<file path="config.mk">
export PLATFORM = sky130hd
export DESIGN_NAME = sysControlUnit
export DESIGN_NICKNAME = d
export VERILOG_FILES = /design/src/hw/sysPkg.sv /design/src/hw/intervalTimer.sv /design/src/hw/sysControlUnit.sv /design/src/hw/sysSequencer.sv /design/src/hw/systemRegisters.sv
export VERILOG_INCLUDE_DIRS = /design/src /design/src/hw
export SDC_FILE = /design/constraint.sdc
export NUM_CORES = 1
export LEC_CHECK = 0
export ABC_AREA = 0
export BUFFER_PORTS_ARGS = -buffer_cell sky130_fd_sc_hd__buf_2
export CAP_MARGIN = 20
export CORE_ASPECT_RATIO = 0.9
export CORE_UTILIZATION = 50
export DETAILED_ROUTE_END_ITERATION = 16
export GPL_ROUTABILITY_DRIVEN = 0
export HOLD_SLACK_MARGIN = 0.08
export MAX_ROUTING_LAYER = met4
export PLACE_DENSITY = 0.77
export SKIP_CTS_REPAIR_TIMING = 1
export SLEW_MARGIN = 25
export SYNTH_ARGS = -nofsm -noshare
export SYNTH_HDL_FRONTEND = slang
export SYNTH_HIERARCHICAL = 1
export SYNTH_SLANG_ARGS = --single-unit
export TNS_END_PERCENT = 100
</file>
<file path="constraint.sdc">
create_clock -name clk -period 4.2 [get_ports clk]
set_input_delay 0.42 -clock clk [delete_from_list [all_inputs] [get_ports clk]]
set_output_delay 0.42 -clock clk [all_outputs]
set_load 0.05 [all_outputs]
</file>
<file path="src/hw/sys_config.svh">
`ifndef SYS_CONFIG_SVH
`define SYS_CONFIG_SVH

// ISR base address after reset
`define SYS_ISR_RESET       32'd4

// trap cause codes, one-hot above NONE
`define SYS_CAUSE_NONE      5'd0
`define SYS_CAUSE_ILLEGAL   5'd2
`define SYS_CAUSE_SYSCALL   5'd8
`define SYS_CAUSE_TIMER     5'd16

// exception mask bit that lets the timer interrupt through
`define SYS_TIMER_MASK_BIT  0

// interval timer counter width
`define SYS_TIMER_WIDTH     16

`endif

</file>
<file path="src/hw/sysPkg.sv">
`default_nettype none

package sysPkg;

    // opcodes in bits 31:26, everything else is illegal
    typedef enum logic [5:0] {
        OP_NOP     = 6'h00,
        OP_MTS     = 6'h30, // move to system register
        OP_MFS     = 6'h31, // move from system register
        OP_SETF    = 6'h32,
        OP_SYSCALL = 6'h33,
        OP_EI      = 6'h34,
        OP_DI      = 6'h35
    } sysOpcode;

    typedef enum logic {
        RESULT = 1'b0, // flags from the ALU result
        RFB    = 1'b1  // flags from register file port B
    } flagsSel;

    typedef enum logic [1:0] {
        LOAD  = 2'b00, // operandB bit 15
        CLEAR = 2'b01,
        SET   = 2'b10
    } intEnSel;

    typedef struct packed {
        logic    writeEn;
        logic    flagsEn;
        logic    systemCallEn;
        logic    intEnEn;
        intEnSel intEnSel;
        flagsSel flagsSel;
    } sysControl;

    localparam sysControl CTRL_NOP           = '{1'b0, 1'b0, 1'b0, 1'b0, LOAD,  RESULT};
    localparam sysControl CTRL_WRITE_DRL     = '{1'b1, 1'b0, 1'b0, 1'b0, LOAD,  RFB};
    localparam sysControl CTRL_WRITE_FLAGS   = '{1'b0, 1'b1, 1'b0, 1'b0, LOAD,  RESULT};
    localparam sysControl CTRL_WRITE_SYSCALL = '{1'b0, 1'b0, 1'b1, 1'b0, LOAD,  RESULT};
    localparam sysControl CTRL_CLEAR_INTEN   = '{1'b0, 1'b0, 1'b0, 1'b1, CLEAR, RESULT};
    localparam sysControl CTRL_SET_INTEN     = '{1'b0, 1'b0, 1'b0, 1'b1, SET,   RESULT};

    // register format
    typedef struct packed {
        sysOpcode    opcode;
        logic [4:0]  drl;    // destination system register
        logic [4:0]  spareA;
        logic [4:0]  srb;    // source system register
        logic [10:0] spareB;
    } regFormat;

    // immediate format, used by syscall
    typedef struct packed {
        sysOpcode    opcode;
        logic [19:0] spare;
        logic [5:0]  imm6;
    } immFormat;

    typedef union packed {
        regFormat r;
        immFormat i;
    } sysInstr;

endpackage

`default_nettype wire

</file>
<file path="src/hw/intervalTimer.sv">
`timescale 1ns/100ps
`default_nettype none

`include "sys_config.svh"

module intervalTimer (
    input  logic                        clk,
    input  logic                        reset,
    input  logic                        loadEn,
    input  logic [`SYS_TIMER_WIDTH-1:0] loadValue,
    input  logic                        ack,
    output logic [`SYS_TIMER_WIDTH-1:0] count,
    output logic [`SYS_TIMER_WIDTH-1:0] reload,
    output logic                        pending
);

    localparam logic [`SYS_TIMER_WIDTH-1:0] COUNT_ONE = {{(`SYS_TIMER_WIDTH-1){1'b0}}, 1'b1};

    logic running;
    logic wrap;

    assign running = (reload != '0);       // zero reload stops the timer
    assign wrap    = running && (count == COUNT_ONE);

    always_ff @(posedge clk or posedge reset) begin
        if (reset) begin
            reload <= '0;
        end else if (loadEn) begin
            reload <= loadValue;
        end
    end

    always_ff @(posedge clk or posedge reset) begin
        if (reset) begin
            count <= '0;
        end else if (loadEn) begin
            count <= loadValue;            // restart from the new period
        end else if (wrap) begin
            count <= reload;
        end else if (running && count != '0) begin
            count <= count - 1'b1;
        end
    end

    // sticky until acknowledged, a new period wins over ack
    always_ff @(posedge clk or posedge reset) begin
        if (reset) begin
            pending <= 1'b0;
        end else if (wrap && !loadEn) begin
            pending <= 1'b1;
        end else if (ack) begin
            pending <= 1'b0;
        end
    end

endmodule

`default_nettype wire

</file>
<file path="src/hw/sysControlUnit.sv">
`timescale 1ns/100ps
`default_nettype none

`include "sys_config.svh"

module sysControlUnit import sysPkg::*; (
    input  logic        clk,
    input  logic        reset,
    input  logic        instrValid,
    input  sysInstr     instr,
    input  logic [31:0] operandB,
    input  logic [3:0]  resultFlags,
    output logic        instrReady,
    output logic        readValid,
    output logic [31:0] readData,
    output logic        irq,
    output logic [4:0]  trapCause,
    output logic [31:0] isrBaseAddress,
    output logic [3:0]  flags,
    output logic        interruptEnable,
    output logic [15:0] exceptionMask
);

    sysControl                   ctrl;
    logic                        exceptionPending;
    sysInstr                     curInstr;
    logic [31:0]                 curOperandB;
    logic [3:0]                  curFlags;
    logic                        timerPending;
    logic                        timerAck;
    logic                        timerLoadEn;
    logic [`SYS_TIMER_WIDTH-1:0] timerLoadValue;
    logic [`SYS_TIMER_WIDTH-1:0] timerCount;
    logic [`SYS_TIMER_WIDTH-1:0] timerReload;

    sysSequencer sequencer (
        .clk              (clk),
        .reset            (reset),
        .instrValid       (instrValid),
        .instr            (instr),
        .operandB         (operandB),
        .resultFlags      (resultFlags),
        .timerPending     (timerPending),
        .interruptEnable  (interruptEnable),
        .exceptionMask    (exceptionMask),
        .instrReady       (instrReady),
        .ctrl             (ctrl),
        .exceptionPending (exceptionPending),
        .cause            (trapCause),  // also the sys1 cause field
        .curInstr         (curInstr),
        .curOperandB      (curOperandB),
        .curFlags         (curFlags),
        .readValid        (readValid),
        .irq              (irq),
        .timerAck         (timerAck)
    );

    systemRegisters registers (
        .clk              (clk),
        .reset            (reset),
        .ctrl             (ctrl),
        .exceptionPending (exceptionPending),
        .instr            (curInstr),
        .operandB         (curOperandB),
        .resultFlags      (curFlags),
        .cause            (trapCause),
        .timerCount       (timerCount),
        .timerReload      (timerReload),
        .flags            (flags),
        .interruptEnable  (interruptEnable),
        .exceptionMask    (exceptionMask),
        .isrBaseAddress   (isrBaseAddress),
        .timerLoadEn      (timerLoadEn),
        .timerLoadValue   (timerLoadValue),
        .readData         (readData)
    );

    intervalTimer timer (
        .clk       (clk),
        .reset     (reset),
        .loadEn    (timerLoadEn),
        .loadValue (timerLoadValue),
        .ack       (timerAck),
        .count     (timerCount),
        .reload    (timerReload),
        .pending   (timerPending)
    );

endmodule

`default_nettype wire

</file>
<file path="src/hw/sysSequencer.sv">
`timescale 1ns/100ps
`default_nettype none

`include "sys_config.svh"

module sysSequencer import sysPkg::*; (
    input  logic        clk,
    input  logic        reset,
    input  logic        instrValid,
    input  sysInstr     instr,
    input  logic [31:0] operandB,
    input  logic [3:0]  resultFlags,
    input  logic        timerPending,
    input  logic        interruptEnable,
    input  logic [15:0] exceptionMask,
    output logic        instrReady,
    output sysControl   ctrl,
    output logic        exceptionPending,
    output logic [4:0]  cause,
    output sysInstr     curInstr,
    output logic [31:0] curOperandB,
    output logic [3:0]  curFlags,
    output logic        readValid,
    output logic        irq,
    output logic        timerAck
);

    typedef enum logic [1:0] {
        IDLE,
        EXEC,
        TRAP
    } seqState;

    seqState    state;
    seqState    stateNext;
    logic       running;   // first cycle out of reset keeps ready low
    logic       trapDue;
    logic       accept;
    sysControl  execCtrl;
    logic       execException;
    logic [4:0] execCause;
    logic       execRead;

    assign trapDue    = timerPending && interruptEnable && exceptionMask[`SYS_TIMER_MASK_BIT];
    assign instrReady = running && (state == IDLE) && !trapDue;
    assign accept     = instrValid && instrReady;

    // issue port latch, only one instruction in flight
    always_ff @(posedge clk) begin
        if (accept) begin
            curInstr    <= instr;
            curOperandB <= operandB;
            curFlags    <= resultFlags;
        end
    end

    // opcode decode of the latched word
    always_comb begin
        execCtrl      = CTRL_NOP;
        execException = 1'b0;
        execCause     = `SYS_CAUSE_NONE;
        execRead      = 1'b0;
        case (curInstr.r.opcode)
            OP_NOP:  execCtrl = CTRL_NOP;
            OP_MTS:  execCtrl = CTRL_WRITE_DRL;
            OP_MFS:  execRead = 1'b1;
            OP_SETF: execCtrl = CTRL_WRITE_FLAGS;
            OP_SYSCALL: begin
                execCtrl      = CTRL_WRITE_SYSCALL;
                execException = 1'b1;
                execCause     = `SYS_CAUSE_SYSCALL;
            end
            OP_EI:   execCtrl = CTRL_SET_INTEN;
            OP_DI:   execCtrl = CTRL_CLEAR_INTEN;
            default: begin
                execException = 1'b1;
                execCause     = `SYS_CAUSE_ILLEGAL;
            end
        endcase
    end

    always_comb begin
        ctrl             = CTRL_NOP;
        exceptionPending = 1'b0;
        readValid        = 1'b0;
        irq              = 1'b0;
        timerAck         = 1'b0;
        case (state)
            EXEC: begin
                ctrl             = execCtrl;
                exceptionPending = execException;
                readValid        = execRead;
            end
            TRAP: begin
                ctrl     = CTRL_CLEAR_INTEN;   // no nested interrupts
                irq      = 1'b1;
                timerAck = (cause == `SYS_CAUSE_TIMER);
            end
            default: ;
        endcase
    end

    always_comb begin
        stateNext = state;
        case (state)
            IDLE: begin
                if (trapDue) stateNext = TRAP; // trap before new work
                else if (accept) stateNext = EXEC;
            end
            EXEC:    stateNext = execException ? TRAP : IDLE;
            default: stateNext = IDLE;
        endcase
    end

    always_ff @(posedge clk or posedge reset) begin
        if (reset) begin
            state   <= IDLE;
            running <= 1'b0;
        end else begin
            state   <= stateNext;
            running <= 1'b1;
        end
    end

    // cause is set on the way into TRAP so it is valid during irq
    always_ff @(posedge clk or posedge reset) begin
        if (reset) begin
            cause <= `SYS_CAUSE_NONE;
        end else if (state == IDLE && trapDue) begin
            cause <= `SYS_CAUSE_TIMER;
        end else if (state == EXEC && execException) begin
            cause <= execCause;
        end
    end

endmodule

`default_nettype wire

</file>
<file path="src/hw/systemRegisters.sv">
`timescale 1ns/100ps
`default_nettype none

`include "sys_config.svh"

module systemRegisters import sysPkg::*; (
    input  logic                        clk,
    input  logic                        reset,
    input  sysControl                   ctrl,
    input  logic                        exceptionPending,
    input  sysInstr                     instr,
    input  logic [31:0]                 operandB,
    input  logic [3:0]                  resultFlags,
    input  logic [4:0]                  cause,
    input  logic [`SYS_TIMER_WIDTH-1:0] timerCount,
    input  logic [`SYS_TIMER_WIDTH-1:0] timerReload,
    output logic [3:0]                  flags,
    output logic                        interruptEnable,
    output logic [15:0]                 exceptionMask,
    output logic [31:0]                 isrBaseAddress,
    output logic                        timerLoadEn,
    output logic [`SYS_TIMER_WIDTH-1:0] timerLoadValue,
    output logic [31:0]                 readData
);

    logic       writeOk;
    logic       flagsWr;
    logic       intEnWr;
    logic       maskWr;
    logic       isrBaseWr;
    logic [3:0] flagsNext;
    logic       intEnNext;
    logic [5:0] systemCall;

    assign writeOk        = ctrl.writeEn && !exceptionPending;
    assign timerLoadValue = operandB[`SYS_TIMER_WIDTH-1:0];

    // write decoder, DRL picks the target
    always_comb begin
        flagsWr     = 1'b0;
        intEnWr     = 1'b0;
        maskWr      = 1'b0;
        isrBaseWr   = 1'b0;
        timerLoadEn = 1'b0;
        if (writeOk) begin
            case (instr.r.drl)
                5'd0: flagsWr = 1'b1;
                5'd1: begin
                    intEnWr = 1'b1; // sys1 carries both
                    maskWr  = 1'b1;
                end
                5'd2: isrBaseWr = 1'b1;
                5'd4: timerLoadEn = 1'b1;
                default: ;          // read-only or unmapped
            endcase
        end
        // setf / ei / di paths
        if (ctrl.flagsEn && !exceptionPending) flagsWr = 1'b1;
        if (ctrl.intEnEn && !exceptionPending) intEnWr = 1'b1;
    end

    always_comb begin
        case (ctrl.flagsSel)
            RFB:     flagsNext = operandB[3:0];
            default: flagsNext = resultFlags;
        endcase
    end

    always_comb begin
        case (ctrl.intEnSel)
            CLEAR:   intEnNext = 1'b0;
            SET:     intEnNext = 1'b1;
            default: intEnNext = operandB[15];
        endcase
    end

    always_ff @(posedge clk or posedge reset) begin
        if (reset) begin
            flags <= 4'b0;
        end else if (flagsWr) begin
            flags <= flagsNext;
        end
    end

    always_ff @(posedge clk or posedge reset) begin
        if (reset) begin
            interruptEnable <= 1'b0;
            exceptionMask   <= 16'b0;
        end else begin
            if (intEnWr) interruptEnable <= intEnNext;
            if (maskWr)  exceptionMask   <= operandB[31:16];
        end
    end

    always_ff @(posedge clk or posedge reset) begin
        if (reset) begin
            isrBaseAddress <= `SYS_ISR_RESET;
        end else if (isrBaseWr) begin
            isrBaseAddress <= operandB;
        end
    end

    // syscall number is kept even though the syscall traps
    always_ff @(posedge clk or posedge reset) begin
        if (reset) begin
            systemCall <= 6'b0;
        end else if (ctrl.systemCallEn) begin
            systemCall <= instr.i.imm6;
        end
    end

    // read mux on SRB
    always_comb begin
        case (instr.r.srb)
            5'd0:    readData = {28'b0, flags};
            5'd1:    readData = {exceptionMask, interruptEnable, 10'b0, cause};
            5'd2:    readData = isrBaseAddress;
            5'd3:    readData = {26'b0, systemCall};
            5'd4:    readData = {{(32-`SYS_TIMER_WIDTH){1'b0}}, timerReload};
            5'd5:    readData = {{(32-`SYS_TIMER_WIDTH){1'b0}}, timerCount};
            default: readData = 32'b0;
        endcase
    end

endmodule

`default_nettype wire

</file>
==> results.json <==
{
  "status": "completed",
  "grt-ovfl-total": 0,
  "antenna_found_initial": 0,
  "dieHeight_um": 119,
  "yosys_warnings": 6,
  "fin_tns_setup_ns": 0,
  "slew_headroom_pct": 38.8,
  "p_comb_share_pct": 27.2,
  "ir_worst_vdd_v": 0.000485,
  "worst_slew_pin_slew_ns": 0.918,
  "switching_share_pct": 32.8,
  "rsz0062_at_grt": "false",
  "cts_tree": "built",
  "drtAntennaViolNets": 0,
  "cts_buffers": 17,
  "powerDensity_mw_per_mm2": 538,
  "fmax_ghz": 0.265,
  "critical_path_class": "flop to flop",
  "clkSinkCount": 156,
  "io_pins": 164,
  "drc": 0,
  "grt_usage_pct": 25.1,
  "netlist_area_mm2": 0.00754,
  "crit_buf_inv": 1,
  "grt_max_degree": 45,
  "cpPeakStageDelay_ns": 0.58,
  "portBuffers": 151,
  "grt_pass1_wl_um": 29300,
  "num_vias": 5459,
  "coreArea_mm2": 0.0147,
  "end_kind": "flop",
  "report.final.slew_viol_count": 0,
  "finalSetupViolations": 0,
  "max-cap-violations": 0,
  "dieArea_mm2": 0.0156,
  "syn-mean-instance-area_um2": 12.9,
  "clk_latency_ns": 0.42,
  "drt_wl_total_um": 18200,
  "std_cell_rows": 42,
  "finClkSkew_ns": 0.00931,
  "num_antenna_cells": 0,
  "hold_path_class": "input port to flop",
  "h-tree-depth": 4,
  "clk_pin_slew_ns": 0.07,
  "pwr-share-seq_pct": 39.1,
  "p_int_mw": 3.24,
  "hold_viol": 0,
  "nets": 793,
  "multiInputGateArea_mm2": 0.00292,
  "drtIter0Drc": 555,
  "period_needed_ns": 3.78,
  "fillers": 1153,
  "cellLeakagePower_nw": 4.37,
  "crit_chain": "or4_1, a311oi_2, nor2_2, nor4b_4, and3_1, clkinv_1, nand2_1, o41ai_1, a41o_1, a22o_1",
  "crit_family": "simple AND/OR/NAND/NOR gates",
  "drtPass1Iterations": 8,
  "die_w_um": 131,
  "viasPerCell": 5.89,
  "finalCritPeriodShare_pct": 90.0,
  "cp.arrival_ns": 4.09,
  "area_growth_pct": 18.9,
  "dpl.hpwl_um": 12800,
  "clock_path_buffers": 2,
  "seq_area_mm2": 0.00420,
  "grt_pass1_vias": 5484,
  "drive_above_1_share_pct": 38.3,
  "power_switching_mw": 1.58,
  "worstPathRequired_ns": 4.51,
  "root_buffer": "clkbuf_16",
  "start_util_pct": 51.2,
  "wl_per_cell_um": 19.7,
  "layout_commonest_cell": "buf_2",
  "synthCells": 585,
  "crit_slowest_cell": "or4_1",
  "post-route-util_pct": 60.9,
  "critPathLaunchType": "flop",
  "p_clk_share_pct": 33.7,
  "final_cell_mix": "buf_2 (151), dfrtp_1 (97), edfxtp_1 (58), mux2_2 (38), nand2_1 (35)",
  "path_max_fanout": 19
}
routing by layer:
metal / GRT usage (%) / up-vias / share of wire [%]
met5: - / - / 0
met4: 8.72 / 0 / 2.3
met3: 6.22 / 39 / 8.2
met2: 38.2 / 268 / 47
met1: 32.8 / 2669 / 43
li1: - / 2483 / -
stage by stage:
step,total power [mW],instances,hold WS [ns],instance area [um^2],setup WS (ns)
floorplan,2.91,586,0.211,7540,0.405
detailed placement,3.17,893,0.387,8290,0.497
global route,5.04,927,0.151,8960,0.275
finish,4.82,927,0.170,8960,0.420
global placement,3.11,893,0.370,8290,0.642
CTS,4.80,925,-0.0650,8930,0.486
power by group through the flow:
stage | clock network (mW) | logic, mW | registers [mW]
after floorplan | 0 | 1.01 | 1.90
after global placement | 0 | 1.21 | 1.90
after detailed placement | 0 | 1.26 | 1.91
after CTS | 1.65 | 1.27 | 1.88
after global routing | 1.72 | 1.42 | 1.90
final | 1.62 | 1.31 | 1.88
final timing paths:
kind,start,end,slack (ns),cells after the start
worst min-delay path,operandB[10],sequencer/curOperandB[10],0.17,1
worst max register to register,sequencer/curInstr[26],timer/count[12],0.42,10
worst min register to register,sequencer/curInstr[4],registers/systemCall[4],0.49,1
min in group asynchronous,reset,sequencer/state[1],0.51,3
max in group asynchronous,reset,registers/isrBaseAddress[18],2.70,4
worst max-delay path,sequencer/curInstr[26],timer/count[12],0.42,10
state kept, by name, indices dropped and copies added, names as in the netlist:
signal	cells
registers/flags	4
timer/count	16
sequencer/curFlags	4
sequencer/curOperandB	32
sequencer/curInstr	22
registers/isrBaseAddress	32
registers/systemCall	6
sequencer/state	2
sequencer/running	1
registers/exceptionMask	16
sequencer/cause	3
timer/pending	1
registers/interruptEnable	1
timer/reload	16
cell type report:
cell class              count  area share, %
repair buffers            162           9.74
multi-input cells         354           32.5
inverters                  25           1.05
flip-flops and latches    156           46.8
clock buffers              21           5.39
well taps                 198           2.76
clock inverters            11           1.72
(Power assumes the default switching activity.)
